<file path="config.mk">
export PLATFORM = sky130hd
export DESIGN_NAME = ex_stage_top
export DESIGN_NICKNAME = d
export VERILOG_FILES = /design/src/verilog/ex_pkg.sv /design/src/verilog/ex_decode.sv /design/src/verilog/ex_alu.sv /design/src/verilog/ex_pipe_reg.sv /design/src/verilog/mem_lane_align.sv /design/src/verilog/ex_stage_top.sv
export VERILOG_INCLUDE_DIRS = /design/src /design/src/verilog
export SDC_FILE = /design/constraint.sdc
export NUM_CORES = 1
export LEC_CHECK = 0
export BUFFER_PORTS_ARGS = -buffer_cell sky130_fd_sc_hd__buf_2
export CAP_MARGIN = 10
export CORE_MARGIN = 1.5
export CORE_UTILIZATION = 37
export CTS_BUF_LIST = sky130_fd_sc_hd__clkbuf_4
export CTS_CLUSTER_DIAMETER = 60
export CTS_CLUSTER_SIZE = 25
export DETAILED_ROUTE_END_ITERATION = 6
export SLEW_MARGIN = 20
export SYNTH_ARGS = -nofsm -noshare
export SYNTH_HDL_FRONTEND = slang
export SYNTH_SLANG_ARGS = --single-unit
</file>
<file path="constraint.sdc">
create_clock -name i_clk -period 6.16 [get_ports i_clk]
set_input_delay 0.308 -clock i_clk [delete_from_list [all_inputs] [get_ports i_clk]]
set_output_delay 0.308 -clock i_clk [all_outputs]
set_load 0.05 [all_outputs]
</file>
<file path="src/verilog/ex_config.svh">
`ifndef EX_CONFIG_SVH
`define EX_CONFIG_SVH

// datapath and address width
`define EX_XLEN 32

// rd / rs index width
`define EX_REG_IDX_W 5

// one enable per byte lane of a word
`define EX_BE_W 4

`endif

</file>
<file path="src/verilog/ex_pkg.sv">
`include "ex_config.svh"

package ex_pkg;

  typedef enum logic [2:0] {
    LOAD_STORE = 3'd0,                       // address calc
    BRANCH     = 3'd1,                       // conditional branch
    REG_REG    = 3'd2,                       // r-type
    REG_IMM    = 3'd3,                       // i-type arith
    LUI        = 3'd4,
    AUIPC      = 3'd5,
    JAL        = 3'd6,
    JALR       = 3'd7
  } alu_op_t;

  typedef enum logic [4:0] {
    ADD, SUB, SLL, SLT, SLTU, XOR, SRL, SRA, OR, AND,  // arith / logic
    BEQ, BNE, BLT, BGE, BLTU, BGEU,                    // compares
    PASS_B,                                            // imm straight through for lui
    LINK                                               // pc + 4 for jal / jalr
  } alu_mode_t;

  typedef struct packed {
    logic [`EX_XLEN-1:0]      result;        // alu output or address
    logic [`EX_XLEN-1:0]      target;        // branch / jump target
    logic                     branch_taken;
    logic [`EX_REG_IDX_W-1:0] rd;
    logic                     reg_write;
    logic                     mem_read;
    logic                     mem_write;
    logic [2:0]               func3;         // access size for the aligner
    logic [`EX_XLEN-1:0]      store_data;    // rs2 unshifted
  } ex_result_t;

  typedef struct packed {
    logic [`EX_XLEN-1:0]      result;
    logic [`EX_XLEN-1:0]      addr;          // word aligned
    logic [`EX_BE_W-1:0]      be;
    logic [`EX_XLEN-1:0]      wdata;         // already in its lane
    logic                     misaligned;
    logic [`EX_REG_IDX_W-1:0] rd;
    logic                     reg_write;
    logic                     mem_read;
    logic                     mem_write;
    logic                     branch_taken;
    logic [`EX_XLEN-1:0]      target;
  } mem_req_t;

endpackage

</file>
<file path="src/verilog/ex_decode.sv">
`timescale 1ns/1ps
`include "ex_config.svh"

module ex_decode
  import ex_pkg::*;
(
  input  alu_op_t             i_alu_op,
  input  logic [2:0]          i_func3,
  input  logic                i_func7,
  input  logic                i_is_store,
  input  logic [`EX_XLEN-1:0] i_rs2,
  input  logic [`EX_XLEN-1:0] i_imm,
  output alu_mode_t           o_mode,
  output logic [`EX_XLEN-1:0] o_op_b,
  output logic                o_reg_write,
  output logic                o_mem_read,
  output logic                o_mem_write
);

  alu_mode_t arith_mode;                     // shared by r-type and i-type
  logic      use_imm;

  // operand b is the immediate for address calc, i-type, lui, auipc and jalr
  assign use_imm = (i_alu_op == LOAD_STORE) || (i_alu_op == REG_IMM) ||
                   (i_alu_op == LUI) || (i_alu_op == AUIPC) || (i_alu_op == JALR);
  assign o_op_b  = use_imm ? i_imm : i_rs2;

  always_comb
  begin
    case (i_func3)
      3'd0:    arith_mode = (i_func7 && i_alu_op == REG_REG) ? SUB : ADD;  // no subi
      3'd1:    arith_mode = SLL;
      3'd2:    arith_mode = SLT;
      3'd3:    arith_mode = SLTU;
      3'd4:    arith_mode = XOR;
      3'd5:    arith_mode = i_func7 ? SRA : SRL;   // srai uses the same bit
      3'd6:    arith_mode = OR;
      default: arith_mode = AND;
    endcase
  end

  always_comb
  begin
    o_mode = ADD;                            // load/store and auipc
    case (i_alu_op)
      BRANCH:
      begin
        case (i_func3)
          3'd1:    o_mode = BNE;
          3'd4:    o_mode = BLT;
          3'd5:    o_mode = BGE;
          3'd6:    o_mode = BLTU;
          3'd7:    o_mode = BGEU;
          default: o_mode = BEQ;             // 2 and 3 are unused encodings
        endcase
      end
      REG_REG, REG_IMM: o_mode = arith_mode;
      LUI:              o_mode = PASS_B;
      JAL, JALR:        o_mode = LINK;
      default:          o_mode = ADD;
    endcase
  end

  // branches and stores write nothing back
  assign o_reg_write = (i_alu_op != BRANCH) && !(i_alu_op == LOAD_STORE && i_is_store);
  assign o_mem_read  = (i_alu_op == LOAD_STORE) && !i_is_store;
  assign o_mem_write = (i_alu_op == LOAD_STORE) && i_is_store;

endmodule

</file>
<file path="src/verilog/ex_alu.sv">
`timescale 1ns/1ps
`include "ex_config.svh"

module ex_alu
  import ex_pkg::*;
(
  input  alu_mode_t           i_mode,
  input  logic [`EX_XLEN-1:0] i_a,            // rs1 or pc for auipc
  input  logic [`EX_XLEN-1:0] i_b,            // rs2 or imm
  input  logic [`EX_XLEN-1:0] i_pc,
  input  logic [`EX_XLEN-1:0] i_imm,          // already scaled
  input  logic                i_is_jalr,
  output logic [`EX_XLEN-1:0] o_result,
  output logic                o_branch_taken,
  output logic [`EX_XLEN-1:0] o_target
);

  localparam logic [`EX_XLEN-1:0] PC_STEP = `EX_XLEN'(4);

  logic [4:0]          shamt;
  logic                eq;
  logic                lt_s;
  logic                lt_u;
  logic [`EX_XLEN-1:0] jalr_sum;

  assign shamt = i_b[4:0];                    // rv32 uses the low five bits
  assign eq    = (i_a == i_b);
  assign lt_s  = ($signed(i_a) < $signed(i_b));
  assign lt_u  = (i_a < i_b);

  // jalr clears bit 0 of rs1 + imm while the rest are pc relative
  assign jalr_sum = i_a + i_imm;
  assign o_target = i_is_jalr ? {jalr_sum[`EX_XLEN-1:1], 1'b0} : (i_pc + i_imm);

  always_comb
  begin
    case (i_mode)
      BEQ:     o_branch_taken = eq;
      BNE:     o_branch_taken = !eq;
      BLT:     o_branch_taken = lt_s;
      BGE:     o_branch_taken = !lt_s;
      BLTU:    o_branch_taken = lt_u;
      BGEU:    o_branch_taken = !lt_u;
      default: o_branch_taken = 1'b0;        // not a compare
    endcase
  end

  always_comb
  begin
    case (i_mode)
      ADD:     o_result = i_a + i_b;
      SUB:     o_result = i_a - i_b;
      SLL:     o_result = i_a << shamt;
      SLT:     o_result = {{(`EX_XLEN-1){1'b0}}, lt_s};
      SLTU:    o_result = {{(`EX_XLEN-1){1'b0}}, lt_u};
      XOR:     o_result = i_a ^ i_b;
      SRL:     o_result = i_a >> shamt;
      SRA:     o_result = $unsigned($signed(i_a) >>> shamt);   // sign fill
      OR:      o_result = i_a | i_b;
      AND:     o_result = i_a & i_b;
      PASS_B:  o_result = i_b;
      LINK:    o_result = i_pc + PC_STEP;    // return address
      BEQ, BNE, BLT, BGE, BLTU, BGEU:
               o_result = o_target;          // branch reports its target
      default: o_result = '0;
    endcase
  end

endmodule

</file>
<file path="src/verilog/ex_pipe_reg.sv">
`timescale 1ns/1ps

module ex_pipe_reg #(
  parameter type payload_t = logic
) (
  input  logic     i_clk,
  input  logic     i_rst_n,
  input  logic     i_hold,                    // downstream stall
  input  logic     i_valid,
  input  payload_t i_data,
  output logic     o_valid,
  output payload_t o_data
);

  // valid bit clears on reset
  always_ff @(posedge i_clk or negedge i_rst_n)
  begin
    if (!i_rst_n)
    begin
      o_valid <= 1'b0;
    end
    else if (!i_hold)
    begin
      o_valid <= i_valid;                     // bubble drops in when upstream idle
    end
  end

  // payload only loads on a real transfer
  always_ff @(posedge i_clk)
  begin
    if (!i_hold && i_valid)
    begin
      o_data <= i_data;
    end
  end

endmodule

</file>
<file path="src/verilog/mem_lane_align.sv">
`timescale 1ns/1ps
`include "ex_config.svh"

module mem_lane_align
  import ex_pkg::*;
(
  input  ex_result_t i_res,
  output mem_req_t   o_req
);

  logic [1:0]          offset;
  logic [`EX_BE_W-1:0] be_base;
  logic                access;
  logic                misaligned;

  assign offset = i_res.result[1:0];          // byte within the word
  assign access = i_res.mem_read || i_res.mem_write;

  always_comb
  begin
    case (i_res.func3[1:0])                    // bit 2 is the unsigned load flag
      2'b00:   be_base = 4'b0001;              // byte
      2'b01:   be_base = 4'b0011;              // half
      2'b10:   be_base = 4'b1111;              // word
      default: be_base = 4'b0000;              // no such size
    endcase
  end

  // half must sit on an even byte and word on offset 0
  assign misaligned = access &&
                      (((i_res.func3[1:0] == 2'b01) && offset[0]) ||
                       ((i_res.func3[1:0] == 2'b10) && (offset != 2'b00)));

  always_comb
  begin
    o_req.result       = i_res.result;
    o_req.addr         = {i_res.result[`EX_XLEN-1:2], 2'b00};
    o_req.be           = (access && !misaligned) ? (be_base << offset) : '0;
    o_req.wdata        = i_res.store_data << {offset, 3'b000};   // into the lane
    o_req.misaligned   = misaligned;
    o_req.rd           = i_res.rd;
    o_req.reg_write    = i_res.reg_write;
    o_req.mem_read     = i_res.mem_read;
    o_req.mem_write    = i_res.mem_write;
    o_req.branch_taken = i_res.branch_taken;
    o_req.target       = i_res.target;
  end

endmodule

</file>
<file path="src/verilog/ex_stage_top.sv">
`timescale 1ns/1ps
`include "ex_config.svh"

module ex_stage_top
  import ex_pkg::*;
(
  input  logic                     i_clk,
  input  logic                     i_rst_n,
  input  logic                     i_valid,
  input  logic                     i_stall,       // back-pressure from mem
  input  logic [`EX_XLEN-1:0]      i_pc,
  input  logic [`EX_XLEN-1:0]      i_rs1,
  input  logic [`EX_XLEN-1:0]      i_rs2,
  input  logic [`EX_XLEN-1:0]      i_imm,
  input  alu_op_t                  i_alu_op,
  input  logic [2:0]               i_func3,
  input  logic                     i_func7,
  input  logic [`EX_REG_IDX_W-1:0] i_rd,
  input  logic                     i_is_store,
  output logic                     o_ready,
  output logic                     o_valid,
  output logic [`EX_XLEN-1:0]      o_result,
  output logic [`EX_REG_IDX_W-1:0] o_rd,
  output logic                     o_reg_write,
  output logic                     o_branch_taken,
  output logic [`EX_XLEN-1:0]      o_target,
  output logic                     o_mem_read,
  output logic                     o_mem_write,
  output logic [`EX_XLEN-1:0]      o_mem_addr,
  output logic [`EX_BE_W-1:0]      o_mem_be,
  output logic [`EX_XLEN-1:0]      o_mem_wdata,
  output logic                     o_mem_misaligned
);

  alu_mode_t           mode;
  logic [`EX_XLEN-1:0] op_a;
  logic [`EX_XLEN-1:0] op_b;
  logic [`EX_XLEN-1:0] alu_result;
  logic [`EX_XLEN-1:0] alu_target;
  logic                alu_taken;
  logic                dec_reg_write;
  logic                dec_mem_read;
  logic                dec_mem_write;
  ex_result_t          ex_res;
  ex_result_t          ex_q;                  // stage 1
  logic                ex_valid;
  mem_req_t            mem_req;
  mem_req_t            mem_q;                 // stage 2

  assign o_ready = !i_stall;                  // both stages move together
  assign op_a    = (i_alu_op == AUIPC) ? i_pc : i_rs1;

  ex_decode u_decode (
    .i_alu_op    (i_alu_op),
    .i_func3     (i_func3),
    .i_func7     (i_func7),
    .i_is_store  (i_is_store),
    .i_rs2       (i_rs2),
    .i_imm       (i_imm),
    .o_mode      (mode),
    .o_op_b      (op_b),
    .o_reg_write (dec_reg_write),
    .o_mem_read  (dec_mem_read),
    .o_mem_write (dec_mem_write)
  );

  ex_alu u_alu (
    .i_mode         (mode),
    .i_a            (op_a),
    .i_b            (op_b),
    .i_pc           (i_pc),
    .i_imm          (i_imm),
    .i_is_jalr      (i_alu_op == JALR),
    .o_result       (alu_result),
    .o_branch_taken (alu_taken),
    .o_target       (alu_target)
  );

  always_comb
  begin
    ex_res.result       = alu_result;
    ex_res.target       = alu_target;
    ex_res.branch_taken = alu_taken;
    ex_res.rd           = i_rd;
    ex_res.reg_write    = dec_reg_write;
    ex_res.mem_read     = dec_mem_read;
    ex_res.mem_write    = dec_mem_write;
    ex_res.func3        = i_func3;
    ex_res.store_data   = i_rs2;
  end

  ex_pipe_reg #(.payload_t(ex_result_t)) u_ex_reg (
    .i_clk   (i_clk),
    .i_rst_n (i_rst_n),
    .i_hold  (i_stall),
    .i_valid (i_valid),                       // ready is implied by !hold
    .i_data  (ex_res),
    .o_valid (ex_valid),
    .o_data  (ex_q)
  );

  mem_lane_align u_align (
    .i_res (ex_q),
    .o_req (mem_req)
  );

  ex_pipe_reg #(.payload_t(mem_req_t)) u_mem_reg (
    .i_clk   (i_clk),
    .i_rst_n (i_rst_n),
    .i_hold  (i_stall),
    .i_valid (ex_valid),
    .i_data  (mem_req),
    .o_valid (o_valid),
    .o_data  (mem_q)
  );

  // control bits qualified so they read low before the first instruction
  assign o_result         = mem_q.result;
  assign o_rd             = mem_q.rd;
  assign o_reg_write      = o_valid && mem_q.reg_write;
  assign o_branch_taken   = o_valid && mem_q.branch_taken;
  assign o_target         = mem_q.target;
  assign o_mem_read       = o_valid && mem_q.mem_read;
  assign o_mem_write      = o_valid && mem_q.mem_write;
  assign o_mem_addr       = mem_q.addr;
  assign o_mem_be         = o_valid ? mem_q.be : '0;
  assign o_mem_wdata      = mem_q.wdata;
  assign o_mem_misaligned = o_valid && mem_q.misaligned;

endmodule

</file>
; ---- Yosys cells after proc, flatten, opt, wreduce, memory -nomap -nowiden
; Cells that the tools add are included.
[op_classes]
n_addsub = 5
n_lt_le_gt_ge = 2
n_eq_ne = 35
n_shift = 5
n_mux = 12
bitwise_logic = 3
n_reduce_logical = 36
[op_table]
columns = op, count
row1 = 32-bit case mux with 13 select lines, 1
row2 = 32-bit adder, 3
row3 = 32-bit 2-to-1 mux, 3
row4 = 32-bit < comparator, 2
row5 = 32-bit by 5-bit << shifter with 32-bit output, 2
row6 = 5-bit by 4-bit equality test with 1-bit output (second input constant), 8
row7 = 5-bit case mux with 7 select lines, 1
row8 = 32-bit by 3-bit adder with 32-bit output (second input constant), 1
row9 = 32-bit bitwise AND, 1
row10 = 32-bit equality test, 1
row11 = 32-bit OR, 1
row12 = 32-bit by 5-bit right shift with 32-bit output, 1
row13 = 32-bit by 5-bit >>> shifter with 32-bit output, 1
row14 = 32-bit subtractor, 1
row15 = 32-bit XOR, 1
row16 = 3-bit equality test (second input constant), 8
row17 = 5-bit by 3-bit equality test with 1-bit output (second input constant), 4
row18 = 5-bit case mux with 4 select lines, 1
row19 = 1-bit logical AND, 15
row20 = 3-bit case mux with 5 select lines, 1
row21 = 3-bit by 2-bit equality test with 1-bit output (second input constant), 4
row22 = 4-bit case mux with 3 select lines, 1
row23 = 5-bit by 2-bit equality test with 1-bit output (second input constant), 2
row24 = 5-bit equality test (second input constant), 2
row25 = other kinds (17), 32
[totals]
register_bits = 249
out_inout_bits = 144

; ---- Logic depth before layout (Yosys ltp)
[logic_depth]
word_depth = 9
depth_mapped = 23

; ---- Cells and area by module
; A second synthesis with hierarchy kept.
[hier_totals]
cells_unflattened = 2535
hier_area_um2 = 24095.6
[by_module_without_submodules]
columns = mod, instances, cells_each, area_per_inst_um2, seq_area_each_um2
row1 = ex_alu, 1, 1954, 13650.6, 0.0
row2 = ex_pipe_reg (u_mem_reg), 1, 145, 4312.9, 4289.1
row3 = ex_pipe_reg (u_ex_reg), 1, 111, 3291.9, 3268.1
row4 = mem_lane_align, 1, 212, 1537.7, 0.0
row5 = ex_decode, 1, 66, 709.4, 0.0
row6 = ex_stage_top, 1, 47, 593.1, 0.0

; ---- Least setup slack after synthesis
; No wires, ideal clock.
[synth_timing]
path_kind = register to register
start = reg u_ex_reg.o_valid
end = reg u_mem_reg.o_data[0] (netlist bit) (enable)
setup_time_ns = 0.597
arrival_time_ns = 5.238
required_ns = 5.563
slack_ns = 0.326
stages_incl_launch_ff = 2
n_path_buf = 0
synth_period_minus_slack_ns = 5.834
cell_sequence = dfrtp_1 > nor2b_1
[synth_between]
elab_chain_cells = 1
[synth_lines]
columns = item, line
row1 = "start, declared", ex_pipe_reg.sv:11  ; output logic o_valid,
row2 = "start signal, assigned", ex_pipe_reg.sv:24  ; o_valid <= i_valid;
row3 = 1-bit logical AND, ex_pipe_reg.sv:31  ; if (!i_hold && i_valid)
row4 = "end signal, assigned", ex_pipe_reg.sv:33  ; o_data <= i_data;
row5 = "end, declared", ex_pipe_reg.sv:12  ; output payload_t o_data
; Every way passes these cells.
; A chain may end at the register's enable or synchronous reset.

; ---- Worst setup path after layout
[layout_timing]
start = in i_alu_op[1]
end = reg u_ex_reg.o_data[95] (netlist bit) (data pin)
[layout_between]
elab_chain_cells = 8
elab_cells_between_ends = 50
[layout_lines]
columns = item, line
row1 = "start, declared", ex_stage_top.sv:15  ; input alu_op_t i_alu_op,
row2 = "3-bit by 2-bit equality test with 1-bit output, or another cell as far along", "ex_decode.sv:24, ex_decode.sv:45"
row3 = 1-bit logical OR / 1-bit logical AND (equally long branches), "ex_decode.sv:24, ex_decode.sv:31"
row4 = 1-bit logical OR / 1-bit 2-to-1 mux (equally long branches), "ex_decode.sv:24, ex_decode.sv:31"
row5 = 1-bit logical OR / 5-bit case mux with 7 select lines (equally long branches), "ex_decode.sv:25, ex_decode.sv:30"
row6 = 1-bit logical OR / 5-bit case mux with 4 select lines (equally long branches), "ex_decode.sv:25, ex_decode.sv:45"
row7 = 32-bit 2-to-1 mux / 5-bit by 4-bit equality test with 1-bit output (equally long branches), "ex_decode.sv:26, ex_alu.sv:50"
row8 = "32-bit subtractor, or another cell as far along", ex_alu.sv:52  ; SUB: o_result = i_a - i_b;
row9 = 32-bit case mux with 13 select lines (*), ex_alu.sv:50  ; case (i_mode)
row10 = "end signal, assigned", ex_pipe_reg.sv:33
row11 = "end, declared", ex_pipe_reg.sv:12
; Mark *: on every way between the ends. The rest lies on a longest branch, timed or not.

==> metrics.txt <==
Async S/R FF share, synth 0.00913; final period utilization 0.786; H-tree Lvls 1; CP startpoint kind input pin; Tightest Hold Check Type in2reg; clock sink total 219; P_sw 2.60 mW; CP bufs+invs 3; Worst Path Max Fanout 25; net switching fraction of the power 0.472; PD cells 216 nW/µm²; Primary FF master, synth edfxtp_1; Mean Syn Cell Area 8.47 µm²; layout cells sized above 1 0.178; Gate power share 0.487; final std cells w/o fill around 3,700; Yosys warning count 0; Final Max Tran Viols 0; Final WS setup 1.32 ns; final hold viol count 0; Worst path slowest cell a211oi_1; final instance area ~26,000 µm²; Pleak 10.3 nW; Synth top area share 0.282; Seq/Total Area, Yosys 0.284; Crit. End Element register; slew margin rel. 0.163; Seq cells post-synth 219; wire per inst ~30 µm; CTS tree built; critical path class in2reg; fillers 6,343; Max Buffers Root-to-Sink 3; Clock Skew 0.0560 ns; Post-Synthesis Cells ~2,700; DRT iter0 DRCs 2,697; first-pass GRT wire length 159,000 µm; Starting Density 0.374; CTS clock-pin slew for the worst setup and hold paths approximately 0.19 ns; setup bufs post-CTS 0; Crit path top cell by count inv_1; Setup-failing EPs final 0; dpl cells 3,647; pin count of the biggest net entering global routing 76; Post-synth EDFFs between 200 and 250; outcome finished, final reports clean; WHS 0.149 ns; Die Wd 253 µm; DP HPWL approximately 90,000 µm; Yosys cell types 105; Nets about 3,200; most common cell in the netlist a21oi_1; via count 23,400; MaxCap Viol Count 0; Clk Tree Root Cell clkbuf_4; Critical Path RT 6.67 ns; Worst EP arrival roughly 5.4 ns; CP cell instances buf_2, or2b_4, nand2_4, mux2i_1, inv_1, ha_1, inv_1, a21oi_1, o31ai_1, a221o_1, a31o_2, a221oi_1, o21bai_1, o2111ai_1, a211oi_1, nand3_1; unrepaired setup endpoints after global routing false; Post-DRT Antenna Nets 0; row cnt around 90; Internal between 2 and 3 mW; Synth top cells by count 241 x a21oi_1, 217 x edfxtp_1, 210 x nand2_1, 187 x nor2_1, 175 x o21ai_0; GPL Wtd Cong 1.04; DR pass1 iterations 6; max incr delay on CP 0.61 ns; pre-CTS WS 0.692 ns; TNS Setup 0 ns; IO Pins 289; vias per cell around 6.3; post-synth top area cell edfxtp_1; Synth area leaders edfxtp_1 28%, ha_1 8.8%, a21oi_1 5.2%, buf_4 4.6%, mux2i_1 4.5%; GRT Util Overall 0.340; Area Growth Syn to Fin 10.6%; clock share of power 0.178; DIE AREA 63,900 µm²; vias in the first global route 22,400; Port Buf Inserts 286; antenna violations before repair 7; fin crit period 4.84 ns; Seq pwr share 0.335; WL final 112,000 µm; CTS resizes 0; Die Y 253 µm; Slew @ Worst Pin 1.25 ns; CTS buffer count 22; Synth Cell Area between 20,000 and 25,000 µm²; worst skew pair latency 0.82 ns; grt ovf 0; area post-placement 24,600 µm²; drt drc 0; CORE AREA about 62,000 µm²; Worst VDD drop 0.123 mV; fmax 206 MHz; CP delay by family, top compound AO/OA/AOI/OAI gates
-- cells by family after synthesis --
group / after synthesis / synth area share
DFF: 219 / 0.284
other: 1 / 0.000162
and+or+nand+nor: 796 / 0.169
AOI/OAI and AO/OA: 886 / 0.253
muxes: 155 / 0.0729
xor gates and xnor gates: 92 / 0.0349
adders and majority gates: 166 / 0.0913
buffers and inverters: 410 / 0.0943
-- path summary, 6_finish.rpt --
path	cells after the start	slack [ns]	end	startpoint
min in group asynchronous	3	0.32	u_ex_reg.o_valid	i_rst_n
setup reg to reg	4	4.26	u_mem_reg.o_data[76]	u_ex_reg.o_data[76]
setup / recovery	16	1.32	u_ex_reg.o_data[95]	i_alu_op[1]
hold reg to reg	0	0.40	u_mem_reg.o_data[17]	u_ex_reg.o_data[61]
max in group asynchronous	3	5.72	u_ex_reg.o_valid	i_rst_n
hold / removal	4	0.15	u_ex_reg.o_data[56]	i_imm[12]
-- state kept, by name, indices dropped and copies added (netlist names) --
name / flops
u_mem_reg.o_data: 110
u_ex_reg.o_data: 107
u_ex_reg.o_valid: 1
u_mem_reg.o_valid: 1
-- worst reg2reg max path: stages, from the launching register on --
cell and delay (ns):
edfxtp_1 0.36, buf_4 0.38, nor2b_1 0.75, a21oi_1 0.17, nor2_1 0.12
-- layout by cell type, fill, tap and decap left out, drive strengths merged, types with 12 or more instances in the layout --
cell,netlist,final
o22ai,25,25
o221ai,25,25
inv,116,124
a31oi,29,29
dlygate4sd3,0,48
o21a,18,18
and2,40,40
and3,22,22
clkbuf,97,23
or3,16,16
a21oi,241,241
nand4,26,26
ha,162,162
nor3,101,101
a21boi,13,13
nand3,84,84
mux2,39,39
o31ai,25,25
xnor2,56,56
buf,196,377
nor2,188,188
nor2b,32,32
xor2,36,36
o21bai,22,22
nand2b,27,27
o21ai,187,187
a21o,49,49
a22oi,18,18
nand2,211,211
o211ai,41,41
a311oi,12,12
a211o,14,14
edfxtp,217,217
nor4,13,13
mux2i,116,116
a211oi,41,41
a221o,14,14
a221oi,19,19
-- routing by layer --
layer  up-vias  share of wire  GRT usage
met2      1354           0.43      0.515
li1      10400              -          -
met1     11400           0.42      0.460
met5         -        0.00032          0
met4         4          0.050      0.151
met3       264           0.10     0.0798
-- through the flow --
stage | utilization | power [mW]
floorplan | - | 3.59
global placement | 0.399 | 4.45
detailed placement | 0.399 | 4.45
CTS | 0.414 | 5.47
global route | 0.414 | 5.74
finish | 0.414 | 5.52
-- power by group through the flow --
stage               clock (mW)  combinational [mW]  sequential (mW)
floorplan                    0                1.72             1.87
global placement             0                2.57             1.88
detailed placement           0                2.56             1.88
CTS                       1.02                2.60             1.85
global route              1.06                2.82             1.86
finish                   0.983                2.69             1.85
-- what timing repair did --
item                       4_1_cts  5_1_grt
setup endpoints to repair        0        0
hold endpoints to repair        60        0
hold buffers                    48        0
-- final cells by class --
cell class / count / area [µm²] / area share
Antenna cell: 5 / 12.5 / 0.000490
Clock inverter: 17 / 275 / 0.0108
Inverter: 117 / 440 / 0.0172
Tap cell: 837 / 1050 / 0.0410
Multi-Input combinational cell: 2097 / 14400 / 0.564
Sequential cell: 219 / 6570 / 0.257
Timing Repair Buffer: 425 / 2610 / 0.102
Clock buffer: 23 / 173 / 0.00676
Power figures use the tool's default switching activity.
